[src/source/hazardPkg.sv]
////////////////////////////////////////////////////
// Shared ISA types for the pipeline control model
////////////////////////////////////////////////////
package hazardPkg;

  // Register number
  // Sixteen registers with r0 wired to zero
  typedef logic [3:0] regIdT;

  // Hard-wired zero register
  localparam regIdT zeroReg = 4'h0;

  // Opcode field of an instruction word
  typedef enum logic [3:0] {
    add    = 4'h0,  // Rd = Rs + Rt, sets N V Z
    sub    = 4'h1,  // Rd = Rs - Rt, sets N V Z
    xorOp  = 4'h2,  // Sets Z only
    red    = 4'h3,  // Reduction add, no flags
    sll    = 4'h4,  // Shift left logical, sets Z
    sra    = 4'h5,  // Shift right arithmetic, sets Z
    ror    = 4'h6,  // Rotate right, sets Z
    paddsb = 4'h7,  // Parallel sub-word add, no flags
    lw     = 4'h8,  // Load word
    sw     = 4'h9,  // Store word
    llb    = 4'hA,  // Load low byte into Rd
    lhb    = 4'hB,  // Load high byte into Rd
    b      = 4'hC,  // Conditional branch on flags
    br     = 4'hD,  // Conditional branch to register
    pcs    = 4'hE,  // Save PC into Rd
    hlt    = 4'hF   // Halt
  } opcodeT;

  ////////////////////////////////////////////////////
  // Instruction word layout
  ////////////////////////////////////////////////////
  // Bits 15..12 opcode
  // Bits 11..8  field A (Rd for most, data reg for sw)
  // Bits 7..4   field B (Rs or base)
  // Bits 3..0   field C (Rt or offset)
  typedef struct packed {
    opcodeT opcode;  // Bits 15..12
    regIdT  fieldA;  // Bits 11..8
    regIdT  fieldB;  // Bits 7..4
    regIdT  fieldC;  // Bits 3..0
  } instrT;

endpackage

[src/source/fetchDecode.sv]
`timescale 1ns/10ps
`default_nettype none

// IF/ID instruction latch and decoder
module fetchDecode (
  input  logic              clk,
  input  logic              reset,
  input  hazardPkg::instrT  instr,      // Fetched word from IF
  input  logic              ifIdStall,  // Hold the latch
  input  logic              ifFlush,    // Kill the latched word

  output hazardPkg::regIdT  srcReg1,    // First read register
  output hazardPkg::regIdT  srcReg2,    // Second read register
  output hazardPkg::regIdT  destReg,    // Write register
  output logic              regWrite,
  output logic              memEnable,
  output logic              memWrite,
  output logic              zEn,        // Sets Z flag
  output logic              nvEn,       // Sets N and V flags
  output logic              branch,     // B or BR
  output logic              br,         // BR only
  output logic              hlt
);

  hazardPkg::instrT ifIdInstr;  // Latched word
  logic             ifIdValid;  // Low means bubble

  ////////////////////////////////////////////////////
  // IF/ID latch
  ////////////////////////////////////////////////////
  // Flush wins over stall
  always_ff @(posedge clk) begin
    if (reset || ifFlush) begin
      ifIdValid <= 1'b0;
    end else if (!ifIdStall) begin
      ifIdValid <= 1'b1;
    end
  end

  // Word only matters while valid
  always_ff @(posedge clk) begin
    if (!ifIdStall) begin
      ifIdInstr <= instr;
    end
  end

  ////////////////////////////////////////////////////
  // Decoder
  ////////////////////////////////////////////////////
  always_comb begin
    srcReg1   = hazardPkg::zeroReg;  // Unused fields read r0
    srcReg2   = hazardPkg::zeroReg;
    destReg   = hazardPkg::zeroReg;
    regWrite  = 1'b0;
    memEnable = 1'b0;
    memWrite  = 1'b0;
    zEn       = 1'b0;
    nvEn      = 1'b0;
    branch    = 1'b0;
    br        = 1'b0;
    hlt       = 1'b0;
    if (ifIdValid) begin  // Bubble decodes to all zeros
      case (ifIdInstr.opcode)
        hazardPkg::add, hazardPkg::sub: begin
          regWrite = 1'b1;
          nvEn     = 1'b1;
          zEn      = 1'b1;
          destReg  = ifIdInstr.fieldA;
          srcReg1  = ifIdInstr.fieldB;
          srcReg2  = ifIdInstr.fieldC;
        end
        hazardPkg::xorOp, hazardPkg::sll, hazardPkg::sra, hazardPkg::ror: begin
          regWrite = 1'b1;
          zEn      = 1'b1;   // Z only
          destReg  = ifIdInstr.fieldA;
          srcReg1  = ifIdInstr.fieldB;
          srcReg2  = ifIdInstr.fieldC;
        end
        hazardPkg::red, hazardPkg::paddsb: begin
          regWrite = 1'b1;   // No flags
          destReg  = ifIdInstr.fieldA;
          srcReg1  = ifIdInstr.fieldB;
          srcReg2  = ifIdInstr.fieldC;
        end
        hazardPkg::lw: begin
          regWrite  = 1'b1;
          memEnable = 1'b1;
          destReg   = ifIdInstr.fieldA;
          srcReg1   = ifIdInstr.fieldB;  // Base
        end
        hazardPkg::sw: begin
          memEnable = 1'b1;
          memWrite  = 1'b1;
          srcReg1   = ifIdInstr.fieldB;  // Base
          srcReg2   = ifIdInstr.fieldA;  // Store data
        end
        hazardPkg::llb, hazardPkg::lhb: begin
          regWrite = 1'b1;
          destReg  = ifIdInstr.fieldA;
          srcReg1  = ifIdInstr.fieldA;   // Keeps the other byte
        end
        hazardPkg::b: branch = 1'b1;
        hazardPkg::br: begin
          branch  = 1'b1;
          br      = 1'b1;
          srcReg1 = ifIdInstr.fieldB;    // Target register
        end
        hazardPkg::pcs: begin
          regWrite = 1'b1;
          destReg  = ifIdInstr.fieldA;
        end
        default: hlt = 1'b1;             // Only hlt is left
      endcase
    end
  end

  // Halt stays in ID until reset or a redirect
  haltHoldsFetch: assert property (@(posedge clk) disable iff (reset)
    (hlt && !ifFlush) |=> hlt)
    else $error("halt left ID without reset or flush");

endmodule

`default_nettype wire

[src/source/hazardDetectionUnit.sv]
`timescale 1ns/10ps
`default_nettype none

// Stall and flush logic for load-to-use, B, BR and halt
module hazardDetectionUnit (
  input  hazardPkg::regIdT  srcReg1,        // Rs in ID
  input  hazardPkg::regIdT  srcReg2,        // Rt in ID
  input  logic              idExRegWrite,
  input  hazardPkg::regIdT  idExDest,       // Rd in EX
  input  hazardPkg::regIdT  exMemDest,      // Rd in MEM
  input  logic              exMemRegWrite,
  input  logic              idExMemEnable,
  input  logic              idExMemWrite,
  input  logic              memWrite,       // ID instruction is a store
  input  logic              idExZEn,        // EX sets Z
  input  logic              idExNvEn,       // EX sets N and V
  input  logic              branch,         // B or BR in ID
  input  logic              br,             // BR in ID
  input  logic              updatePc,       // Redirect from branch resolution
  input  logic              hlt,            // Halt in ID

  output logic              pcStall,
  output logic              ifIdStall,
  output logic              idFlush,        // Bubble into ID/EX
  output logic              ifFlush         // Kill IF/ID
);

  logic idExMemRead;    // EX holds a load
  logic idExFlagSet;    // EX will change condition codes
  logic loadUseHazard;
  logic bHazard;
  logic exToIdBr;       // EX writes the BR target reg
  logic memToIdBr;      // MEM writes the BR target reg
  logic brInstr;
  logic brHazard;
  logic anyHazard;

  ////////////////////////////////////////////////////
  // Load-to-use
  ////////////////////////////////////////////////////
  assign idExMemRead = idExMemEnable && !idExMemWrite;  // lw, not sw

  // Store data on srcReg2 comes late enough through MEM forwarding
  always_comb begin
    loadUseHazard = 1'b0;
    if (idExMemRead && (idExDest != hazardPkg::zeroReg)) begin
      if (idExDest == srcReg1) begin
        loadUseHazard = 1'b1;
      end else if ((idExDest == srcReg2) && !memWrite) begin
        loadUseHazard = 1'b1;
      end
    end
  end

  ////////////////////////////////////////////////////
  // Branch hazards
  ////////////////////////////////////////////////////
  assign idExFlagSet = idExZEn || idExNvEn;

  // B waits until flags are written
  assign bHazard = branch && idExFlagSet;

  // BR reads its target in ID so no forwarding helps
  assign exToIdBr  = idExRegWrite && (idExDest != hazardPkg::zeroReg)
                     && (idExDest == srcReg1);
  assign memToIdBr = exMemRegWrite && (exMemDest != hazardPkg::zeroReg)
                     && (exMemDest == srcReg1);

  assign brInstr  = branch && br;  // Decoder raises both for BR
  assign brHazard = brInstr && (idExFlagSet || exToIdBr || memToIdBr);

  assign anyHazard = loadUseHazard || bHazard || brHazard;

  ////////////////////////////////////////////////////
  // Stall and flush outputs
  ////////////////////////////////////////////////////
  assign ifIdStall = hlt || anyHazard;  // Halt freezes fetch
  assign pcStall   = ifIdStall;         // PC moves with IF/ID
  assign idFlush   = anyHazard;         // Halt itself is not flushed
  assign ifFlush   = updatePc;          // Wrong-path word

endmodule

`default_nettype wire

[src/source/hazardTop.sv]
`timescale 1ns/10ps
`default_nettype none

// Pipeline control top level
module hazardTop (
  input  logic              clk,
  input  logic              reset,
  input  hazardPkg::instrT  instr,      // One word per cycle from fetch
  input  logic              updatePc,   // Redirect pulse

  output logic              pcStall,
  output logic              ifIdStall,
  output logic              idFlush,
  output logic              ifFlush
);

  ////////////////////////////////////////////////////
  // Decoded ID fields
  ////////////////////////////////////////////////////
  hazardPkg::regIdT srcReg1;
  hazardPkg::regIdT srcReg2;
  hazardPkg::regIdT destReg;
  logic             regWrite;
  logic             memEnable;
  logic             memWrite;
  logic             zEn;
  logic             nvEn;
  logic             branch;
  logic             br;
  logic             hlt;

  // Older stages
  logic             idExRegWrite;
  hazardPkg::regIdT idExDest;
  logic             idExMemEnable;
  logic             idExMemWrite;
  logic             idExZEn;
  logic             idExNvEn;
  logic             exMemRegWrite;
  hazardPkg::regIdT exMemDest;

  fetchDecode i_fetchDecode (
    .clk       (clk),
    .reset     (reset),
    .instr     (instr),
    .ifIdStall (ifIdStall),
    .ifFlush   (ifFlush),
    .srcReg1   (srcReg1),
    .srcReg2   (srcReg2),
    .destReg   (destReg),
    .regWrite  (regWrite),
    .memEnable (memEnable),
    .memWrite  (memWrite),
    .zEn       (zEn),
    .nvEn      (nvEn),
    .branch    (branch),
    .br        (br),
    .hlt       (hlt)
  );

  stageTracker i_stageTracker (
    .clk           (clk),
    .reset         (reset),
    .idFlush       (idFlush),
    .regWrite      (regWrite),
    .destReg       (destReg),
    .memEnable     (memEnable),
    .memWrite      (memWrite),
    .zEn           (zEn),
    .nvEn          (nvEn),
    .idExRegWrite  (idExRegWrite),
    .idExDest      (idExDest),
    .idExMemEnable (idExMemEnable),
    .idExMemWrite  (idExMemWrite),
    .idExZEn       (idExZEn),
    .idExNvEn      (idExNvEn),
    .exMemRegWrite (exMemRegWrite),
    .exMemDest     (exMemDest)
  );

  hazardDetectionUnit i_hazardDetectionUnit (
    .srcReg1       (srcReg1),
    .srcReg2       (srcReg2),
    .idExRegWrite  (idExRegWrite),
    .idExDest      (idExDest),
    .exMemDest     (exMemDest),
    .exMemRegWrite (exMemRegWrite),
    .idExMemEnable (idExMemEnable),
    .idExMemWrite  (idExMemWrite),
    .memWrite      (memWrite),
    .idExZEn       (idExZEn),
    .idExNvEn      (idExNvEn),
    .branch        (branch),
    .br            (br),
    .updatePc      (updatePc),
    .hlt           (hlt),
    .pcStall       (pcStall),
    .ifIdStall     (ifIdStall),
    .idFlush       (idFlush),
    .ifFlush       (ifFlush)
  );

endmodule

`default_nettype wire

[src/source/stageTracker.sv]
`timescale 1ns/10ps
`default_nettype none

// ID/EX and EX/MEM control records
module stageTracker (
  input  logic              clk,
  input  logic              reset,
  input  logic              idFlush,        // Insert bubble into ID/EX
  input  logic              regWrite,       // Decoded control from ID
  input  hazardPkg::regIdT  destReg,
  input  logic              memEnable,
  input  logic              memWrite,
  input  logic              zEn,
  input  logic              nvEn,

  output logic              idExRegWrite,
  output hazardPkg::regIdT  idExDest,
  output logic              idExMemEnable,
  output logic              idExMemWrite,
  output logic              idExZEn,
  output logic              idExNvEn,
  output logic              exMemRegWrite,
  output hazardPkg::regIdT  exMemDest
);

  ////////////////////////////////////////////////////
  // ID/EX record
  ////////////////////////////////////////////////////
  always_ff @(posedge clk) begin
    if (reset || idFlush) begin  // Bubble
      idExRegWrite  <= 1'b0;
      idExDest      <= '0;
      idExMemEnable <= 1'b0;
      idExMemWrite  <= 1'b0;
      idExZEn       <= 1'b0;
      idExNvEn      <= 1'b0;
    end else begin
      idExRegWrite  <= regWrite;
      idExDest      <= destReg;
      idExMemEnable <= memEnable;
      idExMemWrite  <= memWrite;
      idExZEn       <= zEn;
      idExNvEn      <= nvEn;
    end
  end

  ////////////////////////////////////////////////////
  // EX/MEM record
  ////////////////////////////////////////////////////
  // Only the write-back target is needed past EX
  always_ff @(posedge clk) begin
    if (reset) begin
      exMemRegWrite <= 1'b0;
      exMemDest     <= '0;
    end else begin
      exMemRegWrite <= idExRegWrite;
      exMemDest     <= idExDest;
    end
  end

  // Flushed slot must not write or set flags
  flushGivesBubble: assert property (@(posedge clk) disable iff (reset)
    idFlush |=> !(idExRegWrite || idExZEn || idExNvEn))
    else $error("ID/EX not a bubble after idFlush");

endmodule

`default_nettype wire

[config.mk]
export PLATFORM = sky130hd
export DESIGN_NAME = hazardTop
export DESIGN_NICKNAME = d
export VERILOG_FILES = /design/src/source/hazardPkg.sv /design/src/source/fetchDecode.sv /design/src/source/hazardDetectionUnit.sv /design/src/source/hazardTop.sv /design/src/source/stageTracker.sv
export SDC_FILE = /design/constraint.sdc
export NUM_CORES = 1
export LEC_CHECK = 0
export ABC_AREA = 1
export ABC_CLOCK_PERIOD_IN_PS = 3600
export BUFFER_PORTS_ARGS = -buffer_cell sky130_fd_sc_hd__buf_2
export CAP_MARGIN = 20
export CORE_ASPECT_RATIO = 2
export CORE_MARGIN = 5
export CORE_UTILIZATION = 45
export CTS_CLUSTER_DIAMETER = 40
export CTS_CLUSTER_SIZE = 25
export DETAILED_ROUTE_END_ITERATION = 16
export PLACE_DENSITY = 0.66
export SLEW_MARGIN = 30
export SYNTH_ARGS = -nofsm -noshare
export SYNTH_HDL_FRONTEND = slang
export SYNTH_SLANG_ARGS = --single-unit
[constraint.sdc]
create_clock -name clk -period 3.6 [get_ports clk]
set_clock_uncertainty 0.05 [all_clocks]
set_input_delay 1.08 -clock clk [delete_from_list [all_inputs] [get_ports clk]]
set_output_delay 1.08 -clock clk [all_outputs]
set_load 0.01 [all_outputs]
After elaboration in Yosys (flattened, before gate mapping)
Index checks and enable logic that the tools add are counted.
Widths: inputs -> output; s select.
{ "word_totals": {"register_bits": 31} }
{ "op_classes": {"reduce_logical": 34, "eq_ne": 17, "muxes": 19, "bitwise_logic": 2} }
{ "ops": {"columns": ["cell", "n"], "rows": [
  ["$eq 4x4->1 const B", 7],
  ["$eq 4x3->1 const B", 4],
  ["$pmux 4 s2", 2],
  ["$mux 1", 15],
  ["$reduce_or 15->1", 1],
  ["$eq 4x4->1", 3],
  ["$reduce_or 12->1", 1],
  ["$reduce_or 11->1", 1],
  ["$logic_and 1x1->1", 10],
  ["$reduce_or 2->1", 5],
  ["$eq 4x2->1 const B", 2],
  ["$logic_or 1x1->1", 8],
  ["$mux 4", 2],
  ["$reduce_bool 4->1", 2],
  ["$reduce_or 8->1", 1],
  ["$reduce_or 6->1", 1],
  ["$eq 4x1->1 const B", 1],
  ["$logic_not 4->1", 1],
  ["$reduce_or 3->1", 1],
  ["$logic_not 1->1", 2],
  ["$not 1->1", 2]
]} }

Longest topological paths before layout
{ "logic_depth": {"depth_word": 13, "mapped_depth": 17} }

Modules after synthesis
A second synthesis with hierarchy kept.
{ "unflattened": {"cells_unflattened": 206, "area_unflattened_um2": 1586.5} }
{ "modules_own_cells": {"columns": ["module", "instances", "area_per_inst_um2", "seq_area_each_um2", "cells_each"], "rows": [
  ["fetchDecode", 1, 833.3, 500.5, 81],
  ["stageTracker", 1, 404.1, 280.3, 45],
  ["hazardDetectionUnit", 1, 349.1, 0.0, 80]
]} }

Worst setup path after synthesis
Ideal clock, no wire load.
{ "synth_path": {"path_type": "register -> output", "start": "register i_fetchDecode.ifIdInstr[13] (netlist bit)", "end": "output port pcStall", "arrival_ns": 2.229, "path_slack_ns": 0.241, "t_required_ns": 2.470, "stages_incl_launch_ff": 18, "path_cell_list": "edfxtp_1 > inv_4 > nand2_4 > nand3_2 > nand2_1 > nand2_2 > nand2_2 > nand2_1 > nand2_1 > nand2_1 > inv_1 > nand2_2 > nand2_2 > a21oi_4 > nand2_2 > nor2_2 > inv_2 > buf_4"} }
{ "synth_via": {"elab_chain_cells": 12, "word_cells_on_any_way": 50} }
{ "synth_rtl": {"columns": ["element", "line", "source"], "rows": [
  ["start: declaration", "fetchDecode.sv:25", "hazardPkg::instrT ifIdInstr;"],
  ["start signal: assignment", "fetchDecode.sv:43", "ifIdInstr <= instr;"],
  ["$eq 4x1->1, or another cell as far along", "fetchDecode.sv:63", "case (ifIdInstr.opcode)"],
  ["$reduce_or 8->1 (no source line)", null, null],
  ["$pmux 4 s2", "fetchDecode.sv:63", null],
  ["$mux 4", "fetchDecode.sv:62", "if (ifIdValid) begin"],
  ["$eq 4x4->1", "hazardDetectionUnit.sv:49", "end else if ((idExDest == srcReg2) && !memWrite) begin"],
  ["$logic_and 1x1->1", "hazardDetectionUnit.sv:49", null],
  ["$mux 1", "hazardDetectionUnit.sv:49", null],
  ["$mux 1", "hazardDetectionUnit.sv:47", "if (idExDest == srcReg1) begin"],
  ["$mux 1", "hazardDetectionUnit.sv:46", "if (idExMemRead && (idExDest != hazardPkg::zeroReg)) begin"],
  ["$logic_or 1x1->1", "hazardDetectionUnit.sv:72", "assign anyHazard = loadUseHazard || bHazard || brHazard;"],
  ["$logic_or 1x1->1 (*)", "hazardDetectionUnit.sv:72", null],
  ["via idFlush", "hazardTop.sv:13", "output logic idFlush,"],
  ["$logic_or 1x1->1 (*)", "hazardDetectionUnit.sv:77", "assign ifIdStall = hlt || anyHazard;"],
  ["end: declaration", "hazardTop.sv:11", "output logic pcStall,"]
]} }
Mark *: on every way through the listed nets, which the timed path passes. The rest lies on a longest branch.

Final worst setup path
{ "layout_path": {"start": "register i_fetchDecode.ifIdInstr[15] (netlist bit)", "end": "output port ifIdStall"} }
{ "layout_via": {"elab_chain_cells": 12, "word_cells_on_any_way": 50} }
{ "layout_rtl": {"columns": ["element", "line", "source"], "rows": [
  ["$eq 4x1->1, or another cell as far along", "fetchDecode.sv:63", null],
  ["$reduce_or 8->1 (no source line)", null, null],
  ["$pmux 4 s2", "fetchDecode.sv:63", null],
  ["$mux 4", "fetchDecode.sv:62", null],
  ["$eq 4x4->1", "hazardDetectionUnit.sv:49", null],
  ["$logic_and 1x1->1", "hazardDetectionUnit.sv:49", null],
  ["$mux 1", "hazardDetectionUnit.sv:49", null],
  ["$mux 1", "hazardDetectionUnit.sv:47", null],
  ["$mux 1", "hazardDetectionUnit.sv:46", null],
  ["$logic_or 1x1->1 (2 in series)", "hazardDetectionUnit.sv:72", null],
  ["$logic_or 1x1->1 (*)", "hazardDetectionUnit.sv:77", null],
  ["end: declaration", "hazardTop.sv:12", "output logic ifIdStall,"]
]} }
Every way passes the cells marked *; elsewhere a longest branch is shown, timed or not.

==> impl_metrics.yaml <==
hold_path:
  min_delay_worst_endpoint: "i_stageTracker.exMemRegWrite"
  hp-class: "register to register"
  holdCritStartpoint: "i_stageTracker.idExRegWrite"
  whs_path_depth: 2
clock_network:
  cts-resized-gates: 0
  holdBufCountCts: 0
  root_buffer: "clkbuf_8"
  cts.clk_slew.worst_paths_ns: 0.07
  cts_sinks: 31
  post-cts-setup-buffer-count: 0
  clock_latency_ns: 0.28
  clockBufferDepth: 2
  cts_max_level: 2
  tritoncts: "yes"
  cts_buffers: 5
yosys:
  synth_area_um2: 1440
  synth_top_area_share_pct: 33.4
  synth-seq-area-share_pct: 54.3
  yosys.area_share.simple_pct: 33.4
  synth_cells: 162
  muxShareOfSynthArea_pct: 0
  synth_fa_ha_area_share_pct: 0
  syn_nets: 181
  synth_top_family_by_area: "simple AND/OR/NAND/NOR gates"
  ys.warnings.count: 0
  synth.area.top_cells: "edfxtp_1, dfxtp_1, nand2_2"
  yosysTopAreaCell: "edfxtp_1"
  avgSynthCellArea_um2: 8.88
  synth_compound_area_share_pct: 3.48
  synth_seq_cells: 31
  ys_types: 27
  synthXorXnorAreaFrac_pct: 0.609
detailed_routing:
  drt_iter0_drc: 23
  drtPass1Iterations: 4
  drt_wl_total_mm: 2.86
  wl_per_cell_um: 12.9
  drc: 0
  route.antenna.remaining_nets: 0
  vias: 1118
  vias_per_cell: 5.04
placement:
  dp_cells: 214
  gp_congestion: 0.841
  dpl_cell_area_um2: 1580
  post-dp-hpwl_mm: 2.35
  portBuffers: 22
sta:
  finalSetupViolCount: 0
  grt_setup_unrepaired: "false"
  fin_tns_setup_ns: 0
  slew_headroom_pct: 63.0
  max_freq_ghz: 0.297
  drv_slew: 0
  whs_ns: 0.390
  hold_viol_final: 0
  finalCriticalPeriod_ns: 3.37
  tightest_slew_ns: 0.550
  post-route-period-util_pct: 93.5
pwr:
  peakVddDrop_v: 0.000362
  powerDensity_nw_per_um2: 439
  leakage_nw: 0.759
worst_setup_path:
  r2r-end: "i_fetchDecode.ifIdInstr[1]"
  cp.required_ns: 2.47
  worstRegToRegCells: 12
  reg2reg_slack_ns: 1.22
  end_kind: "output port"
  worstReg2RegStart: "i_fetchDecode.ifIdInstr[15]"
  critical_path_class: "register to output port"
  critPathLaunchType: "register"
  cp.arrival_ns: 2.24
  critPathMaxFanout: 4
floorplanning:
  die_y_um: 90.0
  start_util_pct: 46.1
  dieArea_um2: 4500
  core_um2: 3120
  die_w_um: 50.0
  io_pins: 23
  rows: 29
cells_and_area:
  final_cell_area_um2: 1670
  diodes: 0
  drive_above_1_share_pct: 30.9
  syn2layout_area_growth_pct: 15.7
  fin_util_pct: 53.4
  final_cells: 222
  nets: 209
grt:
  grt_max_degree: 17
  antenna_found_initial: 0
  grtUsageTotal_pct: 14.3
  grt_pass1_wl_mm: 4.91
  grt_pass1_vias: 1189
  grt_overflow: 0
job:
  drv_cap: 0
run_status:
  status: "completed"
[per-stage QoR]
stage | power [mW] | worst slack (ns)
3_5_place_dp | 0.474 | 0.533
6_report | 0.730 | 0.235
5_1_grt | 0.767 | 0.00920
4_1_cts | 0.740 | 0.202
2_1_floorplan | 0.450 | 0.241
3_3_place_gp | 0.472 | 0.544
[Yosys cell counts]
cell type / n
inv_2: 2
a21oi_4: 1
o21a_1: 1
nand3_2: 1
nor3b_1: 1
nor2_1: 27
a21oi_1: 2
nor2_2: 2
nand2_1: 27
o22ai_1: 1
inv_1: 21
edfxtp_1: 16
nand2_2: 17
dfxtp_1: 15
xor2_1: 1
nand2_4: 1
nor3_1: 2
inv_4: 1
buf_4: 2
buf_6: 1
nand3b_1: 1
nand3_1: 11
nor2_4: 1
nand4_1: 2
o21ai_0: 2
nor4_1: 2
nand4_4: 1
[logic make-up (layout without fill, tap and decap cells)]
kind of cell | Yosys count | count (layout)
AO/OA/AOI/OAI | 7 | 7
XOR/XNOR | 1 | 1
buffers and inverters | 27 | 56
AND/OR/NAND/NOR | 96 | 96
flip-flops | 31 | 31
[registers in the layout, indices dropped and copies added (netlist names)]
signal,cells
i_stageTracker.idExRegWrite,1
i_stageTracker.idExMemEnable,1
i_stageTracker.idExNvEn,1
i_fetchDecode.ifIdValid,1
i_fetchDecode.ifIdInstr,16
i_stageTracker.idExDest,4
i_stageTracker.idExMemWrite,1
i_stageTracker.exMemRegWrite,1
i_stageTracker.exMemDest,4
i_stageTracker.idExZEn,1
[critical path: stages, from the launching register on]
cell and delay (ns):
edfxtp_1 0.45, inv_1 0.15, nand2_1 0.10, inv_1 0.12, nand2_1 0.09, o22ai_1 0.13, nor2_1 0.06, nand4_1 0.16
nand2_2 0.10, a21oi_4 0.20, nand2_2 0.09, nor2_2 0.13, inv_2 0.05, buf_2 0.13
[power breakdown]
part | switching, mW | internal, mW
Sequential | 0.00938 | 0.387
Combinational | 0.0433 | 0.0268
Clock | 0.130 | 0.134
[final cells by class]
cell class | instances | area [µm²]
clock buffer | 5 | 68.8
clock inverter | 3 | 20.0
fill | 294 | 1460
inverter | 24 | 92.6
multi-input combinational | 104 | 539
sequential | 31 | 781
tap | 31 | 38.8
timing repair buffer | 24 | 125
[layout by cell type (no fill, tap or decap), drive strengths merged]
master	Yosys	routed
edfxtp	16	16
o22ai	1	1
nor4	2	2
buf	3	24
nor2	30	30
nand3	12	12
nor3	2	2
o21ai	2	2
inv	24	24
a21oi	3	3
nor3b	1	1
clkbuf	0	5
nand2	45	45
o21a	1	1
clkinv	0	1
nand3b	1	1
dfxtp	15	15
nand4	3	3
clkinvlp	0	2
xor2	1	1
[worst max path at each step]
stage                           startpoint  slack (ns)   endpoint  cells past startpoint
3_3_place_gp   i_fetchDecode.ifIdInstr[15]        0.54  ifIdStall                     13
3_5_place_dp   i_fetchDecode.ifIdInstr[15]        0.53  ifIdStall                     13
4_1_cts        i_fetchDecode.ifIdInstr[15]        0.20  ifIdStall                     13
5_1_grt        i_fetchDecode.ifIdInstr[15]       0.009  ifIdStall                     13
2_1_floorplan  i_fetchDecode.ifIdInstr[13]        0.24    pcStall                     17
6_report       i_fetchDecode.ifIdInstr[15]        0.23  ifIdStall                     13
[per-layer routing]
| metal | share of wire [%] | track usage [%] | vias to the layer above |
|---|---|---|---|
| met5 | 0 | 0 | - |
| met4 | 4.9 | 8.97 | 0 |
| met3 | 5.1 | 4.47 | 11 |
| met2 | 58 | 26.8 | 36 |
| met1 | 32 | 11.7 | 502 |
| li1 | - | - | 569 |
Power figures use the tool's default switching activity.
